$ cat src/verilog/cpu_pkg.sv
// Word and register types, opcode/ALU/writeback/branch/immediate enums, instruction fields.
package cpu_pkg;

	typedef logic [31:0] word_t;
	typedef logic [4:0] reg_addr_t;

	// Opcode 0 with funct 0 is add r0, r0, r0, so an all-zero word is a NOP.
	typedef enum logic [5:0] {
		OP_ALU  = 6'h00,
		OP_BEQ  = 6'h04,
		OP_BNE  = 6'h05,
		OP_ADDI = 6'h08,
		OP_LUI  = 6'h0f,
		OP_LW   = 6'h23,
		OP_SW   = 6'h2b
	} opcode_e;

	typedef enum logic [3:0] {
		F_ADD = 4'h0,
		F_SUB = 4'h1,
		F_AND = 4'h2,
		F_OR  = 4'h3,
		F_XOR = 4'h4,
		F_SLT = 4'h5
	} funct_e;

	typedef enum logic [2:0] {ADD, SUB, AND, OR, XOR, SLT, PASS_B} alu_op_e;
	typedef enum logic [1:0] {WB_NONE, WB_ALU, WB_MEM} wb_src_e;
	typedef enum logic [1:0] {BR_NONE, BR_EQ, BR_NE} br_kind_e;
	typedef enum logic [1:0] {IMM_SIGN, IMM_UPPER, IMM_NONE} imm_kind_e;

	//////////////////////////////
	// Instruction field positions.
	localparam int OPCODE_HI = 31;
	localparam int OPCODE_LO = 26;
	localparam int RD_HI = 25;
	localparam int RD_LO = 21;
	localparam int RS_HI = 20;
	localparam int RS_LO = 16;
	localparam int RT_HI = 15;
	localparam int RT_LO = 11;
	localparam int FUNCT_HI = 3;
	localparam int FUNCT_LO = 0;
	localparam int IMM_HI = 15;
	localparam int IMM_LO = 0;

endpackage

$ cat src/verilog/forward.sv
// Forwarding unit picking the newest in-flight value for one source register.
`timescale 1ns/1ps

module forward (
	input cpu_pkg::reg_addr_t src_addr,
	input cpu_pkg::reg_addr_t ex2mem_rd,
	input cpu_pkg::wb_src_e ex2mem_wb_src,
	input cpu_pkg::word_t ex2mem_alu_result,
	input cpu_pkg::reg_addr_t wb_addr,
	input cpu_pkg::word_t wb_data,
	output logic forward_enable,
	output cpu_pkg::word_t forward_data
);

	// The EX/MEM entry is younger than writeback, so it is checked first.
	always_comb begin
		forward_enable = 1'b0;
		forward_data = '0;
		if (src_addr != '0) begin
			if (src_addr == ex2mem_rd && ex2mem_wb_src == cpu_pkg::WB_ALU) begin
				forward_enable = 1'b1;
				forward_data = ex2mem_alu_result;
			end else if (src_addr == wb_addr) begin
				forward_enable = 1'b1;
				forward_data = wb_data;
			end
		end
	end

endmodule

$ cat config.mk
export PLATFORM = sky130hd
export DESIGN_NAME = forward
export DESIGN_NICKNAME = d
export VERILOG_FILES = /design/src/verilog/cpu_pkg.sv /design/src/verilog/forward.sv
export SDC_FILE = /design/constraint.sdc
export NUM_CORES = 1
export LEC_CHECK = 0
export BUFFER_PORTS_ARGS = -buffer_cell sky130_fd_sc_hd__buf_2
export CAP_MARGIN = 5
export CORE_MARGIN = 4
export CORE_UTILIZATION = 24
export DETAILED_ROUTE_END_ITERATION = 8
export PLACE_DENSITY = 0.78
export SYNTH_ARGS = -nofsm -noshare
export SYNTH_HDL_FRONTEND = slang
export SYNTH_SLANG_ARGS = --single-unit
$ cat constraint.sdc
create_clock -name vclk -period 2.8
set_input_delay 0.84 -clock vclk [all_inputs]
set_output_delay 0.84 -clock vclk [all_outputs]
set_load 0.05 [all_outputs]
==> impl_metrics.ini <==
[outcome]
run_status = finished with violations
violations = setup timing

[yosys]
synthMuxAreaShare_pct = 51.8
synthXorXnorAreaFrac_pct = 9.92
ys.warnings.count = 0
synth-adder-area-share_pct = 0
synth_top_family_by_area = multiplexers
ys_seq_area_share_pct = 0
yosys.area.top_type = mux2i_1
synthSimpleGateAreaFrac_pct = 26.1
synth_compound_area_share_pct = 4.86
synth_top_area_share_pct = 51.8
synth_cell_type_count = 16
syn_area_um2 = 618
synthCells = 91
synth_area_leaders = mux2i_1 (52%), nor2_1 (19%), xnor2_1 (5.7%)
syn_avg_cell_area_um2 = 6.79
synthesis.nets = 172

[final_layout]
stdcell_count = 243
drive_gt1_share_pct = 90.6
syn_to_final_growth_pct = 250
n_fill_cell = 128
flops_and_latches = 0
regArea_um2 = 0
finalNetCount = 296
diodes = 0
clkbuf_count = 0
multi_input_area_mm2 = 0.00102

[place]
gp_congestion = 0.850
port_buffers = 114
dp_hpwl_um = 2430
dp.cells = 237

[floorplan]
core.rowCount = 18
die_h_um = 58.8
fp.coreArea_mm2 = 0.00248
ios = 114
dieArea_mm2 = 0.00345
initial_core_util_pct = 24.9
die_w_um = 58.8

[route]
drt-pass1-iter-count = 4
wl_um = 4200
vias = 1179
wl_per_cell_um = 17.3
antenna_left = 0
drt_iter0_markers = 47
drcViolationCount = 0
vias_per_cell = 4.85

[critical_path]
cpPeakStageDelay_ps = 350
critPathMaxFanout = 8
critPathBufInv = 4
crit_required_ps = 1960
end_kind = output pin
critPathSlowestCell = a222oi_1
cp.arrival_ps = 2410
crit_family = compound AO/OA/AOI/OAI gates
worst_setup_path_start_kind = input port
crit_chain = buf_6 -> a222oi_1 -> nand4_1 -> buf_4 -> a22o_4 -> buf_12 -> nor2_4 -> buf_8
criticalPathCategory = input port to output pin

[sta]
maxSlewViolCount = 0
fin_ws_ps = -448
tns_ps = -13760
rsz0062_at_grt = true
setup_viol = 33
max-slew-margin-rel_pct = 76.3
final_hold_viol_count = 0
worst_pin_slew_ps = 352
max_freq_mhz = 308
timing.final.crit_share_pct = 116
fin_crit_ps = 3250

[power_and_ir_drop]
leakagePower_uw = 0.000984
ir_worst_vdd_uv = 107
total_power_uw = 280
intPower_uw = 136
switching_share_pct = 51.2
powerDensity_mw_per_mm2 = 129
p_comb_share_pct = 100.0
seqPwrFrac_pct = 0
power_switching_uw = 143
pwr-share-clk_pct = 0

[flow_run]
cap_violations = 0

[grt]
grt-ovfl-total = 0
grt_antenna_before_repair = 0
grt_pass1_wl_um = 6270
grt_max_degree = 19
grt_usage_pct = 23.2
first_global_vias = 1330

[clocking]
hold_buffers = 0

[min_path]
hp-class = input port to output pin
[worst paths after layout]
kind	startpoint	end	cells past startpoint	slack, ps
setup / recovery	ex2mem_rd[0]	forward_data[30]	8	-450
hold / removal	wb_data[14]	forward_data[14]	4	2080
[routing by layer]
layer	track usage [%]	share of wire, %	vias to the layer above
met5	0	0	-
met4	2.27	1.6	0
met3	6.80	12	6
met2	47.2	56	81
met1	23.4	31	535
li1	-	-	557
[final cells by class]
cell class	count	area share, %
Timing Repair Buffer	128	50.2
Multi-Input combinational cell	81	47.0
Tap cell	30	1.73
Inverter	4	1.04
[power by group through the flow]
| stage | Clock (uW) | Sequential [uW] | Combinational, uW |
|---|---|---|---|
| 2_1_floorplan | 0 | 0 | 119 |
| 3_3_place_gp | 0 | 0 | 199 |
| 3_5_place_dp | 0 | 0 | 202 |
| 4_1_cts | 0 | 0 | 266 |
| 5_1_grt | 0 | 0 | 294 |
| 6_report | 0 | 0 | 280 |
[logic make-up (layout without fill, tap and decap cells)]
family          count (synthesis)  after routing
compound gates                  3              3
xor+xnor                        7              7
buf+inv                        10            132
mux                            32             32
simple gates                   39             39
[Yosys cell counts]
| library cell | n |
|---|---|
| a222oi_1 | 1 |
| nor2_1 | 32 |
| o2111a_1 | 1 |
| nor3_1 | 1 |
| xor2_1 | 3 |
| a22o_1 | 1 |
| nor2b_1 | 1 |
| mux2i_1 | 32 |
| xnor2_1 | 4 |
| inv_1 | 1 |
| buf_2 | 6 |
| inv_2 | 3 |
| nand2b_1 | 2 |
| nand4_1 | 1 |
| nor4_1 | 1 |
| nand3_1 | 1 |
[metrics by stage]
step                hold WS (ps)  setup WS (ps)  util (%)  instance area [um2]
floorplan                   1960           -272         -                  876
finish                      2080           -448      87.4                 2170
global placement            2150           -365      61.9                 1530
detailed placement          2150           -418      61.9                 1530
CTS                         2080           -370      84.3                 2090
global route                2100           -514      87.4                 2170
[cells in the final DEF (no fill, tap or decap), drive strengths merged, types with 2 or more instances in the layout]
cell type / count
inv: 3
buf: 127
xor2: 3
mux2i: 32
xnor2: 4
nor2: 32
nand2b: 2
[what timing repair did]
action	in CTS	in global routing
cloned	3	0
setup endpoints to repair	33	33
gates resized for setup	122	16
setup buffers	2	1
pin swaps	5	5
(Power assumes the default switching activity.)
