<file path="config.mk">
export PLATFORM = sky130hd
export DESIGN_NAME = stage_if_flat
export DESIGN_NICKNAME = d
export VERILOG_FILES = /design/src/verilog/cpu_pkg.sv /design/src/verilog/pipe_ifs.sv /design/src/verilog/stage_if.sv /design/src/flat_wrapper.sv
export SDC_FILE = /design/constraint.sdc
export NUM_CORES = 1
export LEC_CHECK = 0
export ABC_AREA = 1
export BUFFER_PORTS_ARGS = -buffer_cell sky130_fd_sc_hd__buf_2
export CORE_MARGIN = 3
export CORE_UTILIZATION = 45
export CTS_CLUSTER_SIZE = 8
export DETAILED_ROUTE_END_ITERATION = 16
export HOLD_SLACK_MARGIN = 0.08
export PLACE_DENSITY_LB_ADDON = 0.15
export RECOVER_POWER = 50
export SETUP_SLACK_MARGIN = 0.3
export SLEW_MARGIN = 20
export SYNTH_ARGS = -nofsm -noshare
export SYNTH_HDL_FRONTEND = slang
export SYNTH_SLANG_ARGS = --single-unit
</file>
<file path="constraint.sdc">
create_clock -name clk -period 1.8 [get_ports clk]
set_input_delay 0 -clock clk [delete_from_list [all_inputs] [get_ports clk]]
set_output_delay 0 -clock clk [all_outputs]
set_load 0.03 [all_outputs]
</file>
<file path="src/verilog/cpu_pkg.sv">
// Word and register types, opcode/ALU/writeback/branch/immediate enums, instruction fields.
package cpu_pkg;

	typedef logic [31:0] word_t;
	typedef logic [4:0] reg_addr_t;

	// Opcode 0 with funct 0 is add r0, r0, r0, so an all-zero word is a NOP.
	typedef enum logic [5:0] {
		OP_ALU  = 6'h00,
		OP_BEQ  = 6'h04,
		OP_BNE  = 6'h05,
		OP_ADDI = 6'h08,
		OP_LUI  = 6'h0f,
		OP_LW   = 6'h23,
		OP_SW   = 6'h2b
	} opcode_e;

	typedef enum logic [3:0] {
		F_ADD = 4'h0,
		F_SUB = 4'h1,
		F_AND = 4'h2,
		F_OR  = 4'h3,
		F_XOR = 4'h4,
		F_SLT = 4'h5
	} funct_e;

	typedef enum logic [2:0] {ADD, SUB, AND, OR, XOR, SLT, PASS_B} alu_op_e;
	typedef enum logic [1:0] {WB_NONE, WB_ALU, WB_MEM} wb_src_e;
	typedef enum logic [1:0] {BR_NONE, BR_EQ, BR_NE} br_kind_e;
	typedef enum logic [1:0] {IMM_SIGN, IMM_UPPER, IMM_NONE} imm_kind_e;

	//////////////////////////////
	// Instruction field positions.
	localparam int OPCODE_HI = 31;
	localparam int OPCODE_LO = 26;
	localparam int RD_HI = 25;
	localparam int RD_LO = 21;
	localparam int RS_HI = 20;
	localparam int RS_LO = 16;
	localparam int RT_HI = 15;
	localparam int RT_LO = 11;
	localparam int FUNCT_HI = 3;
	localparam int FUNCT_LO = 0;
	localparam int IMM_HI = 15;
	localparam int IMM_LO = 0;

endpackage

</file>
<file path="src/verilog/pipe_ifs.sv">
// Pipeline stage interfaces if2id_if, id2ex_if and ex2mem_if with their modports.
`timescale 1ns/1ps

interface if2id_if;
	cpu_pkg::word_t pc;
	cpu_pkg::word_t instr;
	logic valid;

	modport source (output pc, instr, valid);
	modport sink (input pc, instr, valid);
endinterface


</file>
<file path="src/verilog/stage_if.sv">
// Fetch stage: program counter, instruction port and the IF/ID register.
`timescale 1ns/1ps

module stage_if #(
	parameter cpu_pkg::word_t RESET_PC = 32'h0
) (
	input logic clk,
	input logic rst,
	input logic branch_taken,
	input cpu_pkg::word_t branch_dest,
	output cpu_pkg::word_t mem_addr,
	input cpu_pkg::word_t mem_data,
	if2id_if.source if2id
);

	cpu_pkg::word_t pc;

	assign mem_addr = pc;

	always_ff @(posedge clk) begin
		if (rst) begin
			pc <= RESET_PC;
		end else if (branch_taken) begin
			pc <= branch_dest;
		end else begin
			pc <= pc + 32'd4;
		end
	end

	// The slot fetched while a branch resolves is squashed.
	always_ff @(posedge clk) begin
		if (rst || branch_taken) begin
			if2id.valid <= 1'b0;
		end else begin
			if2id.valid <= 1'b1;
		end
		if2id.pc <= pc;
		if2id.instr <= mem_data;
	end

	pc_aligned: assert property (@(posedge clk) disable iff (rst) pc[1:0] == 2'b00)
		else $error("fetch address %h is not word-aligned", pc);

endmodule

</file>
<file path="src/flat_wrapper.sv">
// flat-port wrapper written by rule: the top's interface ports become plain ports
module stage_if_flat 
#(
	parameter cpu_pkg::word_t RESET_PC = 32'h0
)
  (clk, rst, branch_taken, branch_dest, mem_addr, mem_data, if2id_pc, if2id_instr, if2id_valid);
  if2id_if if2id_i ();
  input logic clk;
  input logic rst;
  input logic branch_taken;
  input cpu_pkg::word_t branch_dest;
  output cpu_pkg::word_t mem_addr;
  input cpu_pkg::word_t mem_data;
  output wire logic [$bits(if2id_i.pc)-1:0] if2id_pc;
  output wire logic [$bits(if2id_i.instr)-1:0] if2id_instr;
  output wire logic [$bits(if2id_i.valid)-1:0] if2id_valid;
  assign if2id_pc = if2id_i.pc;
  assign if2id_instr = if2id_i.instr;
  assign if2id_valid = if2id_i.valid;
  stage_if #(.RESET_PC(RESET_PC)) u_core (.clk(clk), .rst(rst), .branch_taken(branch_taken), .branch_dest(branch_dest), .mem_addr(mem_addr), .mem_data(mem_data), .if2id(if2id_i));
endmodule
</file>
==> results.md <==
* Unrepaired setup endpoints after global routing: true
* CP Capture Type: flop
* Hold crit path type: input pin to flop
* Largest net degree at the start of global routing at 40
* Chip width at 92.4 um
* Total congestion overflow at 0
* Data arrival time of the worst path at 1820 ps
* Wire per inst at 13.5 um
* Layout cells sized above 1 at 0.275
* DRT iter0 DRCs at around 140
* IO Count at 164
* Via density at approximately 4.5
* Yosys cell types at 24
* Std-Cell Rows at 30
* Detail Route Antenna Nets at 0
* Remaining DRCs at 0
* Syn avg cell area at 8.16 um^2
* Pwr dens at 906 nW/um^2
* Fmax at 0.650 GHz
* Status: finished clean
* CTS tree: done
* Setup TNS at 0 ps
* Worst reg2reg setup slack at 260 ps
* DP HPWL at 6630 um
* Port Buf Inserts at roughly 160
* Die height at about 92 um
* Critical path class: flop to flop
* Final hold vios at 0
* CP max FO at 6
* Cells after DPL at 664
* Final instance area at 5190 um^2
* Clock Latency Late Sink at 350 ps
* Type of origin of the critical path: flop
* First-pass GRT wire length at 16200 um
* Core area at roughly 7000 um^2
* Clk root buf: clkbuf_8
* Tmin final at approximately 1500 ps
* Syn Nets at 480
* Placed cell area at approximately 4300 um^2
* Crit path required time at about 2100 ps
* GRT Overall Usage at 0.237
* Mapped Area at between 3000 and 4000 um^2
* Post-synthesis sequential area ratio at 0.578
* Layout area overhead at 54.5%
* Num CTS Buffers at 9
* Layout Nets at 716
* Die Footprint at between 8000 and 9000 um^2
* Layout Cells excl Fill at about 750
* Pre-antenna DRT Iters at 4
* Max-slew violations at 0
* Initial antenna violation count at 0
* Vias in the first global route at 3319
* Max-cap violations at 0
* Slew @ Worst Pin at roughly 380 ps
* Final RePlAce weighted congestion at 0.859
* Pleak at 2.44 nW
* Clock skew at ~11 ps
* Syn Inst Count at slightly above 400
* Slew margin rel. at 0.747
* Starting Density at 0.479
* Antenna Diode Count at 0
* Max Buffers Root-to-Sink at 2
* H-tree depth at 3
* Clock transition at path regs at approximately 80 ps
* Clock sink total at 97
* Post-Route WL at 10100 um
* Vias post-DR at around 3.4k
* Synth Register Bits at between 90 and 100
* Fin crit share at 0.855
* Tot Pwr at 0.00471 W
* Final setup vio count at 0
* Yosys warns at 0
* Peak VDD IR at around 0.52 mV
[worst paths after layout]
check | endpoint | cells past startpoint | start
max reg2reg | u_core.mem_addr[12]$_SDFF_PP0_ | 8 | u_core.mem_addr[2]$_SDFF_PP0_
min reg2reg | u_core.if2id.pc[1]$_DFF_P_ | 0 | u_core.mem_addr[1]$_SDFFE_PP0P_
max | u_core.mem_addr[12]$_SDFF_PP0_ | 8 | u_core.mem_addr[2]$_SDFF_PP0_
min | u_core.if2id.valid$_DFF_P_ | 3 | rst
[routing by layer]
layer | up-vias | GRT usage | routed length (um)
li1 | 1740 | - | -
met1 | 1499 | 0.288 | 4240
met2 | 134 | 0.411 | 4950
met3 | 7 | 0.0650 | 844
met4 | 0 | 0.0644 | 79
met5 | - | 0 | 0
[state kept, by name, indices dropped and copies added, names as in the netlist]
signal	count
u_core.if2id.instr	32
u_core.mem_addr	32
u_core.if2id.pc	32
u_core.if2id.valid	1
[stage by stage]
step,setup WS [ps],utilization,hold slack (ps)
after floorplan,301,-,27.7
final,262,0.740,104
after detailed placement,276,0.610,104
after global placement,295,0.610,102
after global routing,124,0.740,128
after CTS,325,0.737,97.1
[synthesized netlist by cell type (all sizes together)]
library cell,n,share of area
clkbuf,5,0.0067
o21bai,1,0.0022
xnor2,3,0.0078
dfxtp,97,0.58
nor2,95,0.12
nand2,86,0.10
nand3,29,0.046
and2,2,0.0037
a21oi,12,0.018
buf,4,0.0067
or2,4,0.0074
inv,44,0.049
o21ai,23,0.034
ha,1,0.0037
nand4,1,0.0019
xor2,5,0.013
[report_power, final]
group | switching (W) | internal, W
Clock | 0.000739 | 0.000783
Combinational | 0.000500 | 0.000297
Sequential | 0.000101 | 0.00229
Total | 0.00134 | 0.00337
[layout make-up]
| type | count | area (um^2) |
|---|---|---|
| Clock buffer | 9 | 124 |
| Multi-Input combinational cell | 262 | 1260 |
| Inverter | 44 | 165 |
| Fill cell | 573 | 1830 |
| Tap cell | 96 | 120 |
| Sequential cell | 97 | 1940 |
| Clock inverter | 6 | 90.1 |
| Timing Repair Buffer | 234 | 1490 |
[critical path, stage by stage, from the launching register on]
cell,delay (ps)
dfxtp_1,460
ha_4,200
nand2_2,70
nor2_4,190
nand2_2,100
nor2_4,140
buf_4,120
o21ai_0,80
a21oi_1,130
[logic make-up (layout without fill, tap and decap cells)]
| group | after synthesis | in the layout | share of synthesized area |
|---|---|---|---|
| XOR/XNOR | 8 | 8 | 0.0208 |
| buffers and inverters | 53 | 293 | 0.0625 |
| AO/OA/AOI/OAI | 36 | 36 | 0.0544 |
| flip-flops | 97 | 97 | 0.578 |
| adder cells (fa/ha/maj) | 1 | 1 | 0.00372 |
| AND/OR/NAND/NOR | 217 | 217 | 0.281 |
[placed cells by master (no fill, tap or decap), types with 2 or more instances in the layout]
cell,count
a21oi_1,12
or2_0,4
nand2_2,7
inv_2,2
buf_4,3
nor2_1,80
nor2_4,8
xnor2_1,3
clkbuf_1,33
dfxtp_1,96
nand3_1,26
nor2_2,7
bufinv_16,2
nand2_1,78
clkbuf_8,9
inv_6,2
o21ai_0,23
dlygate4sd3_1,67
nand3_2,3
buf_2,129
xor2_1,5
and2_1,2
inv_1,42
[timing repair]
action	4_1_cts	5_1_grt
buffers inserted	0	2
hold buffers	67	0
setup endpoints to repair	3	20
endpoints found under the hold margin	65	0
pin swaps	0	4
gates resized for setup	2	28
No activity file was read; power rests on OpenSTA's default activity.
