===== config.mk =====
export PLATFORM = sky130hd
export DESIGN_NAME = stage_ex_flat
export DESIGN_NICKNAME = d
export VERILOG_FILES = /design/src/verilog/cpu_pkg.sv /design/src/verilog/pipe_ifs.sv /design/src/verilog/stage_ex.sv /design/src/flat_wrapper.sv
export SDC_FILE = /design/constraint.sdc
export NUM_CORES = 1
export LEC_CHECK = 0
export BUFFER_PORTS_ARGS = -buffer_cell sky130_fd_sc_hd__buf_4
export CAP_MARGIN = 25
export CORE_MARGIN = 2
export CORE_UTILIZATION = 48
export CTS_CLUSTER_SIZE = 28
export DETAILED_ROUTE_END_ITERATION = 10
export PLACE_DENSITY = 0.79
export RECOVER_POWER = 50
export SLEW_MARGIN = 20
export SYNTH_ARGS = -nofsm -noshare
export SYNTH_HDL_FRONTEND = slang
export SYNTH_SLANG_ARGS = --single-unit

===== constraint.sdc =====
create_clock -name clk -period 6.5 [get_ports clk]
set_input_delay 1.95 -clock clk [delete_from_list [all_inputs] [get_ports clk]]
set_output_delay 1.95 -clock clk [all_outputs]
set_load 0.02 [all_outputs]

===== src/verilog/cpu_pkg.sv =====
// Word and register types, opcode/ALU/writeback/branch/immediate enums, instruction fields.
package cpu_pkg;

	typedef logic [31:0] word_t;
	typedef logic [4:0] reg_addr_t;

	// Opcode 0 with funct 0 is add r0, r0, r0, so an all-zero word is a NOP.
	typedef enum logic [5:0] {
		OP_ALU  = 6'h00,
		OP_BEQ  = 6'h04,
		OP_BNE  = 6'h05,
		OP_ADDI = 6'h08,
		OP_LUI  = 6'h0f,
		OP_LW   = 6'h23,
		OP_SW   = 6'h2b
	} opcode_e;

	typedef enum logic [3:0] {
		F_ADD = 4'h0,
		F_SUB = 4'h1,
		F_AND = 4'h2,
		F_OR  = 4'h3,
		F_XOR = 4'h4,
		F_SLT = 4'h5
	} funct_e;

	typedef enum logic [2:0] {ADD, SUB, AND, OR, XOR, SLT, PASS_B} alu_op_e;
	typedef enum logic [1:0] {WB_NONE, WB_ALU, WB_MEM} wb_src_e;
	typedef enum logic [1:0] {BR_NONE, BR_EQ, BR_NE} br_kind_e;
	typedef enum logic [1:0] {IMM_SIGN, IMM_UPPER, IMM_NONE} imm_kind_e;

	//////////////////////////////
	// Instruction field positions.
	localparam int OPCODE_HI = 31;
	localparam int OPCODE_LO = 26;
	localparam int RD_HI = 25;
	localparam int RD_LO = 21;
	localparam int RS_HI = 20;
	localparam int RS_LO = 16;
	localparam int RT_HI = 15;
	localparam int RT_LO = 11;
	localparam int FUNCT_HI = 3;
	localparam int FUNCT_LO = 0;
	localparam int IMM_HI = 15;
	localparam int IMM_LO = 0;

endpackage


===== src/verilog/pipe_ifs.sv =====


interface id2ex_if;
	logic valid;
	cpu_pkg::word_t pc;
	cpu_pkg::alu_op_e alu_op;
	cpu_pkg::wb_src_e wb_src;
	cpu_pkg::br_kind_e br_kind;
	logic is_store;
	logic use_imm;
	cpu_pkg::reg_addr_t rd;
	cpu_pkg::reg_addr_t rs_addr;
	cpu_pkg::reg_addr_t rt_addr;
	cpu_pkg::word_t rs_val;
	cpu_pkg::word_t rt_val;
	cpu_pkg::word_t imm;

	modport source (output valid, pc, alu_op, wb_src, br_kind, is_store, use_imm,
		rd, rs_addr, rt_addr, rs_val, rt_val, imm);
	modport sink (input valid, pc, alu_op, wb_src, br_kind, is_store, use_imm,
		rd, rs_addr, rt_addr, rs_val, rt_val, imm);
endinterface

interface ex2mem_if;
	logic valid;
	cpu_pkg::word_t alu_result;
	cpu_pkg::word_t store_val;
	cpu_pkg::wb_src_e wb_src;
	logic is_store;
	cpu_pkg::reg_addr_t rd;

	modport source (output valid, alu_result, store_val, wb_src, is_store, rd);
	modport sink (input valid, alu_result, store_val, wb_src, is_store, rd);
endinterface


===== src/verilog/stage_ex.sv =====
// Execute stage: operand forwarding, ALU, branch resolution and the EX/MEM register.
`timescale 1ns/1ps

module stage_ex (
	input logic clk,
	input logic rst,
	id2ex_if.sink id2ex,
	input logic rs_forward,
	input logic rt_forward,
	input cpu_pkg::word_t rs_forward_data,
	input cpu_pkg::word_t rt_forward_data,
	output logic branch_taken,
	output cpu_pkg::word_t branch_dest,
	ex2mem_if.source ex2mem
);

	cpu_pkg::word_t rs_op, rt_op, alu_b, alu_out;
	logic operands_equal;

	assign rs_op = rs_forward ? rs_forward_data : id2ex.rs_val;
	assign rt_op = rt_forward ? rt_forward_data : id2ex.rt_val;
	assign alu_b = id2ex.use_imm ? id2ex.imm : rt_op;

	always_comb begin
		case (id2ex.alu_op)
			cpu_pkg::ADD: alu_out = rs_op + alu_b;
			cpu_pkg::SUB: alu_out = rs_op - alu_b;
			cpu_pkg::AND: alu_out = rs_op & alu_b;
			cpu_pkg::OR: alu_out = rs_op | alu_b;
			cpu_pkg::XOR: alu_out = rs_op ^ alu_b;
			cpu_pkg::SLT: alu_out = {31'b0, $signed(rs_op) < $signed(alu_b)};
			cpu_pkg::PASS_B: alu_out = alu_b;
			default: alu_out = '0;
		endcase
	end

	//////////////////////////////
	// Branch resolution.
	assign operands_equal = (rs_op == rt_op);
	assign branch_dest = id2ex.pc + 32'd4 + {id2ex.imm[29:0], 2'b00};

	always_comb begin
		branch_taken = 1'b0;
		if (id2ex.valid) begin
			case (id2ex.br_kind)
				cpu_pkg::BR_EQ: branch_taken = operands_equal;
				cpu_pkg::BR_NE: branch_taken = !operands_equal;
				default: branch_taken = 1'b0;
			endcase
		end
	end

	always_ff @(posedge clk) begin
		if (rst) begin
			ex2mem.valid <= 1'b0;
			ex2mem.wb_src <= cpu_pkg::WB_NONE;
			ex2mem.is_store <= 1'b0;
		end else begin
			ex2mem.valid <= id2ex.valid;
			ex2mem.wb_src <= id2ex.valid ? id2ex.wb_src : cpu_pkg::WB_NONE;
			ex2mem.is_store <= id2ex.valid && id2ex.is_store;
		end
		ex2mem.alu_result <= alu_out;
		ex2mem.store_val <= rt_op;
		ex2mem.rd <= id2ex.rd;
	end

endmodule


===== src/flat_wrapper.sv =====
// flat-port wrapper written by rule: the top's interface ports become plain ports
module stage_ex_flat 
  (clk, rst, rs_forward, rt_forward, rs_forward_data, rt_forward_data, branch_taken, branch_dest, id2ex_valid, id2ex_pc, id2ex_alu_op, id2ex_wb_src, id2ex_br_kind, id2ex_is_store, id2ex_use_imm, id2ex_rd, id2ex_rs_addr, id2ex_rt_addr, id2ex_rs_val, id2ex_rt_val, id2ex_imm, ex2mem_valid, ex2mem_alu_result, ex2mem_store_val, ex2mem_wb_src, ex2mem_is_store, ex2mem_rd);
  id2ex_if id2ex_i ();
  ex2mem_if ex2mem_i ();
  input logic clk;
  input logic rst;
  input logic rs_forward;
  input logic rt_forward;
  input cpu_pkg::word_t rs_forward_data;
  input cpu_pkg::word_t rt_forward_data;
  output logic branch_taken;
  output cpu_pkg::word_t branch_dest;
  input wire logic [$bits(id2ex_i.valid)-1:0] id2ex_valid;
  input wire logic [$bits(id2ex_i.pc)-1:0] id2ex_pc;
  input wire logic [$bits(id2ex_i.alu_op)-1:0] id2ex_alu_op;
  input wire logic [$bits(id2ex_i.wb_src)-1:0] id2ex_wb_src;
  input wire logic [$bits(id2ex_i.br_kind)-1:0] id2ex_br_kind;
  input wire logic [$bits(id2ex_i.is_store)-1:0] id2ex_is_store;
  input wire logic [$bits(id2ex_i.use_imm)-1:0] id2ex_use_imm;
  input wire logic [$bits(id2ex_i.rd)-1:0] id2ex_rd;
  input wire logic [$bits(id2ex_i.rs_addr)-1:0] id2ex_rs_addr;
  input wire logic [$bits(id2ex_i.rt_addr)-1:0] id2ex_rt_addr;
  input wire logic [$bits(id2ex_i.rs_val)-1:0] id2ex_rs_val;
  input wire logic [$bits(id2ex_i.rt_val)-1:0] id2ex_rt_val;
  input wire logic [$bits(id2ex_i.imm)-1:0] id2ex_imm;
  output wire logic [$bits(ex2mem_i.valid)-1:0] ex2mem_valid;
  output wire logic [$bits(ex2mem_i.alu_result)-1:0] ex2mem_alu_result;
  output wire logic [$bits(ex2mem_i.store_val)-1:0] ex2mem_store_val;
  output wire logic [$bits(ex2mem_i.wb_src)-1:0] ex2mem_wb_src;
  output wire logic [$bits(ex2mem_i.is_store)-1:0] ex2mem_is_store;
  output wire logic [$bits(ex2mem_i.rd)-1:0] ex2mem_rd;
  assign id2ex_i.valid = id2ex_valid;
  assign id2ex_i.pc = id2ex_pc;
  assign id2ex_i.alu_op = id2ex_alu_op;
  assign id2ex_i.wb_src = id2ex_wb_src;
  assign id2ex_i.br_kind = id2ex_br_kind;
  assign id2ex_i.is_store = id2ex_is_store;
  assign id2ex_i.use_imm = id2ex_use_imm;
  assign id2ex_i.rd = id2ex_rd;
  assign id2ex_i.rs_addr = id2ex_rs_addr;
  assign id2ex_i.rt_addr = id2ex_rt_addr;
  assign id2ex_i.rs_val = id2ex_rs_val;
  assign id2ex_i.rt_val = id2ex_rt_val;
  assign id2ex_i.imm = id2ex_imm;
  assign ex2mem_valid = ex2mem_i.valid;
  assign ex2mem_alu_result = ex2mem_i.alu_result;
  assign ex2mem_store_val = ex2mem_i.store_val;
  assign ex2mem_wb_src = ex2mem_i.wb_src;
  assign ex2mem_is_store = ex2mem_i.is_store;
  assign ex2mem_rd = ex2mem_i.rd;
  stage_ex u_core (.clk(clk), .rst(rst), .id2ex(id2ex_i), .rs_forward(rs_forward), .rt_forward(rt_forward), .rs_forward_data(rs_forward_data), .rt_forward_data(rt_forward_data), .branch_taken(branch_taken), .branch_dest(branch_dest), .ex2mem(ex2mem_i));
endmodule

==> metrics.md <==
| Metric | Value |
|---|---|
| Share of the clock period used by the worst path | `105%` |
| Maximum ir drop on the vdd rail | `0.122 mV` |
| Mapped Area | `10400 sq um` |
| Layout Nets | `2044` |
| Startpoint-to-endpoint class of the critical path | `in2out` |
| Maximum clock rate | `0.147 GHz` |
| Most used flip-flop cell after synthesis | `dfxtp_1` |
| Pin count of the biggest net entering global routing | `47` |
| Number of warnings issued by yosys | `0` |
| Area occupied by multi-input gates | `8740 sq um` |
| Top cell type's share of synthesized area | `19.8%` |
| Worst setup slack after layout | `-322 ps` |
| Power Dens Cells | `191 nW/um^2` |
| Number of filler cells placed in the layout | `1718` |
| Flip-flop and latch count after synthesis | `73` |
| Synthesized netlist cell count | `1295` |
| PortBufs | `312` |
| Layout cell share with drive strength beyond 1 | `30.8%` |
| Family with the most delay on the worst path | `compound AO/OA/AOI/OAI gates` |
| CTS root buf | `clkbuf_16` |
| Total core area | `21100 sq um` |
| Sum of internal, switching and leakage power | `2.72 mW` |
| Overall via count from detail_route | `11700` |
| Top post-synthesis cells by count | `ha_1 (164), inv_1 (113), a21oi_1 (103)` |
| Clock slew at the register clock pins of the worst setup and hold paths | `70 ps` |
| Aggregate global routing overflow | `0` |
| Placer's final routability congestion estimate | `0.967` |
| Number of max-slew violations in the final report | `0` |
| Number of hold violations in the final report | `0` |
| Number of CTS-inserted buffers | `9` |
| Post-DP HPWL | `33.4 mm` |
| Total wirelength of the detailed-routed design | `43.0 mm` |
| Count leader, synth | `ha_1` |
| Most area-consuming cells after synthesis | `ha_1 (20%), dfxtp_1 (14%), xnor2_1 (5.2%)` |
| Violations in the final reports | `negative setup slack` |
| Syn Area/Cell | `8.01 sq um` |
| Final setup fails | `9` |
| Initial antenna violation count | `1` |
| TritonCTS clock tree | `yes` |
| Clock net sink count | `73` |
| Syn nets | `1683` |
| Non-filler cells in the finished layout | `1937` |
| Detailed-routing iteration count for the pre-antenna-repair pass | `5` |
| Iteration-0 DRC count of the detailed router | `1015` |
| Startpoint types | `input pin` |
| Max incr delay on CP | `350 ps` |
| Routed WL per cell | `22.2 microns` |
| Synth cell types | `90` |
| Die X-Extent | `151 microns` |
| Sequential-to-total area share from yosys stat | `14.1%` |
| Critical path arrival | `4870 ps` |
| Unrepaired setup endpoints after global routing | `true` |
| Global-route total usage across every layer | `36.0%` |
| Critical path peak fanout | `3` |
| Result of the run | `finished with violations` |
| Critical path required time | `4550 ps` |
| # H-tree levels | `3` |
| Worst max-slew margin expressed relative to the limit | `30.7%` |
| Number of global-route vias before repair | `11200` |
| Remaining DRCs | `0` |
| Effective utilization at floorplan | `49.2%` |
| Core Rows | `53` |
| Slowest-stage cell, CP | `fa_2` |
| Worst-path cell chain | `buf_6 -> ha_4 -> ha_4 -> fa_2 -> a21o_1 -> a21oi_2 -> o21bai_1 -> a21oi_2 -> nor2_1 -> o41a_1 -> o21a_1 -> o21ai_2 -> nand2b_1 -> xor2_2 -> buf_4` |
| Standby leakage power | `6.64 nW` |
| Die Area | `22800 sq um` |
| First-pass GRT wire length | `62.3 mm` |
| Sequential standard cell area | `1460 sq um` |
| Worst slew pin tran | `1040 ps` |
| Synth-to-Final Area Change | `37.6%` |
| Min cycle time layout | `6820 ps` |
| Number of routed nets with antenna violations | `0` |
| DP Cell Count | `1907` |
| Worst hold-check path type | `in2reg` |
| Per-cell via count in the routed design | `6.04` |
| Number of buffers on the longest clock path | `2` |
| Number of enable-type register cells in the synthesized netlist | `0` |
| Crit end category | `primary output` |
| Die height | `151 microns` |
| Combined buffer and inverter count along the critical path | `2` |
| Async SR Flop Fraction | `0%` |
| Number of primary I/O pins | `327` |
| Max-capacitance violation count | `0` |
| Leading area contributor after synthesis | `ha_1` |
-- layout make-up --
type	count	share of cell area (%)
diodes	1	0.0175
clock buffers	10	1.68
clock inverters	6	0.351
inverters	116	3.07
multi-input cells	1042	61.2
flip-flops and latches	73	10.2
well taps	275	2.41
repair buffers	414	21.0
-- power by group --
group          internal, mW  total, mW  switching (mW)
logic                 0.710       1.69           0.982
clock network         0.274      0.511           0.238
registers             0.507      0.521          0.0149
total                  1.49       2.72            1.23
-- per-stage QoR --
| stage | cell area [sq um] | worst slack (ps) | util, % | TNS [ps] | hold WS (ps) |
|---|---|---|---|---|---|
| after floorplan | 10400 | -78.7 | - | -78.7 | 1980 |
| after global routing | 14300 | -397 | 67.7 | -2310 | 1710 |
| final | 14300 | -322 | 67.7 | -1360 | 1710 |
| after CTS | 14100 | -217 | 67.0 | -736 | 1680 |
| after detailed placement | 13500 | -450 | 64.1 | -3360 | 2060 |
| after global placement | 13500 | -402 | 64.1 | -2840 | 2050 |
-- state kept, by name (all words and copies together) (netlist names) --
name	flops
u_core.ex2mem.rd	5
u_core.ex2mem.is_store	1
u_core.ex2mem.valid	1
u_core.ex2mem.wb_src	2
u_core.ex2mem.store_val	32
u_core.ex2mem.alu_result	32
-- cell families (layout without fill, tap and decap cells) --
group | Yosys count | in the layout | synth area share (%)
buffers and inverters | 180 | 546 | 7.03
XOR/XNOR | 74 | 74 | 6.25
AND/OR/NAND/NOR | 300 | 300 | 14.5
flip-flops | 73 | 73 | 14.1
other | 0 | 1 | 0
AO/OA/AOI/OAI | 402 | 402 | 27.3
multiplexers | 99 | 99 | 10.5
adder cells (fa/ha/maj) | 167 | 167 | 20.4
-- worst paths after layout --
check	slack [ps]	cells after the start	to	start
setup / recovery	-320	15	branch_dest[17]	id2ex_pc[3]
hold / removal	1710	1	u_core.ex2mem.rd[3]	id2ex_rd[3]
-- placed cells by master (no fill, tap or decap), types with 12 or more instances in the layout --
master / netlist / final
xnor2_1: 61 / 56
clkbuf_1: 45 / 47
ha_4: 0 / 26
nand2_1: 56 / 56
nor4_1: 14 / 13
a221o_1: 12 / 12
mux2_2: 43 / 19
nand2b_1: 24 / 22
mux2_1: 0 / 25
a21oi_1: 103 / 93
nor3_1: 25 / 23
nor2_1: 91 / 89
a21o_1: 23 / 23
o21ai_0: 70 / 61
a22oi_1: 21 / 21
o211ai_1: 14 / 14
nand3_1: 17 / 16
o21bai_1: 15 / 15
inv_1: 113 / 110
dfxtp_1: 73 / 73
mux2i_1: 49 / 49
ha_1: 164 / 138
o22ai_1: 25 / 25
buf_4: 3 / 349
nor2b_1: 25 / 24
-- what timing repair did --
| action | CTS | global route |
|---|---|---|
| setup buffers | 5 | 8 |
| resized for setup | 44 | 40 |
| hold buffers | 0 | 0 |
| hold endpoints to repair | 0 | 0 |
| pin swaps | 21 | 29 |
| endpoints found under the setup margin | 15 | 18 |
-- metal layers --
layer	part of all wire, %	vias to the layer above	GRT usage [%]
met3	9.9	115	7.26
met1	40	5511	46.7
met5	0	-	0
li1	-	5409	-
met2	46	667	58.2
met4	4.4	0	15.0
No activity file was read; power rests on OpenSTA's default activity.
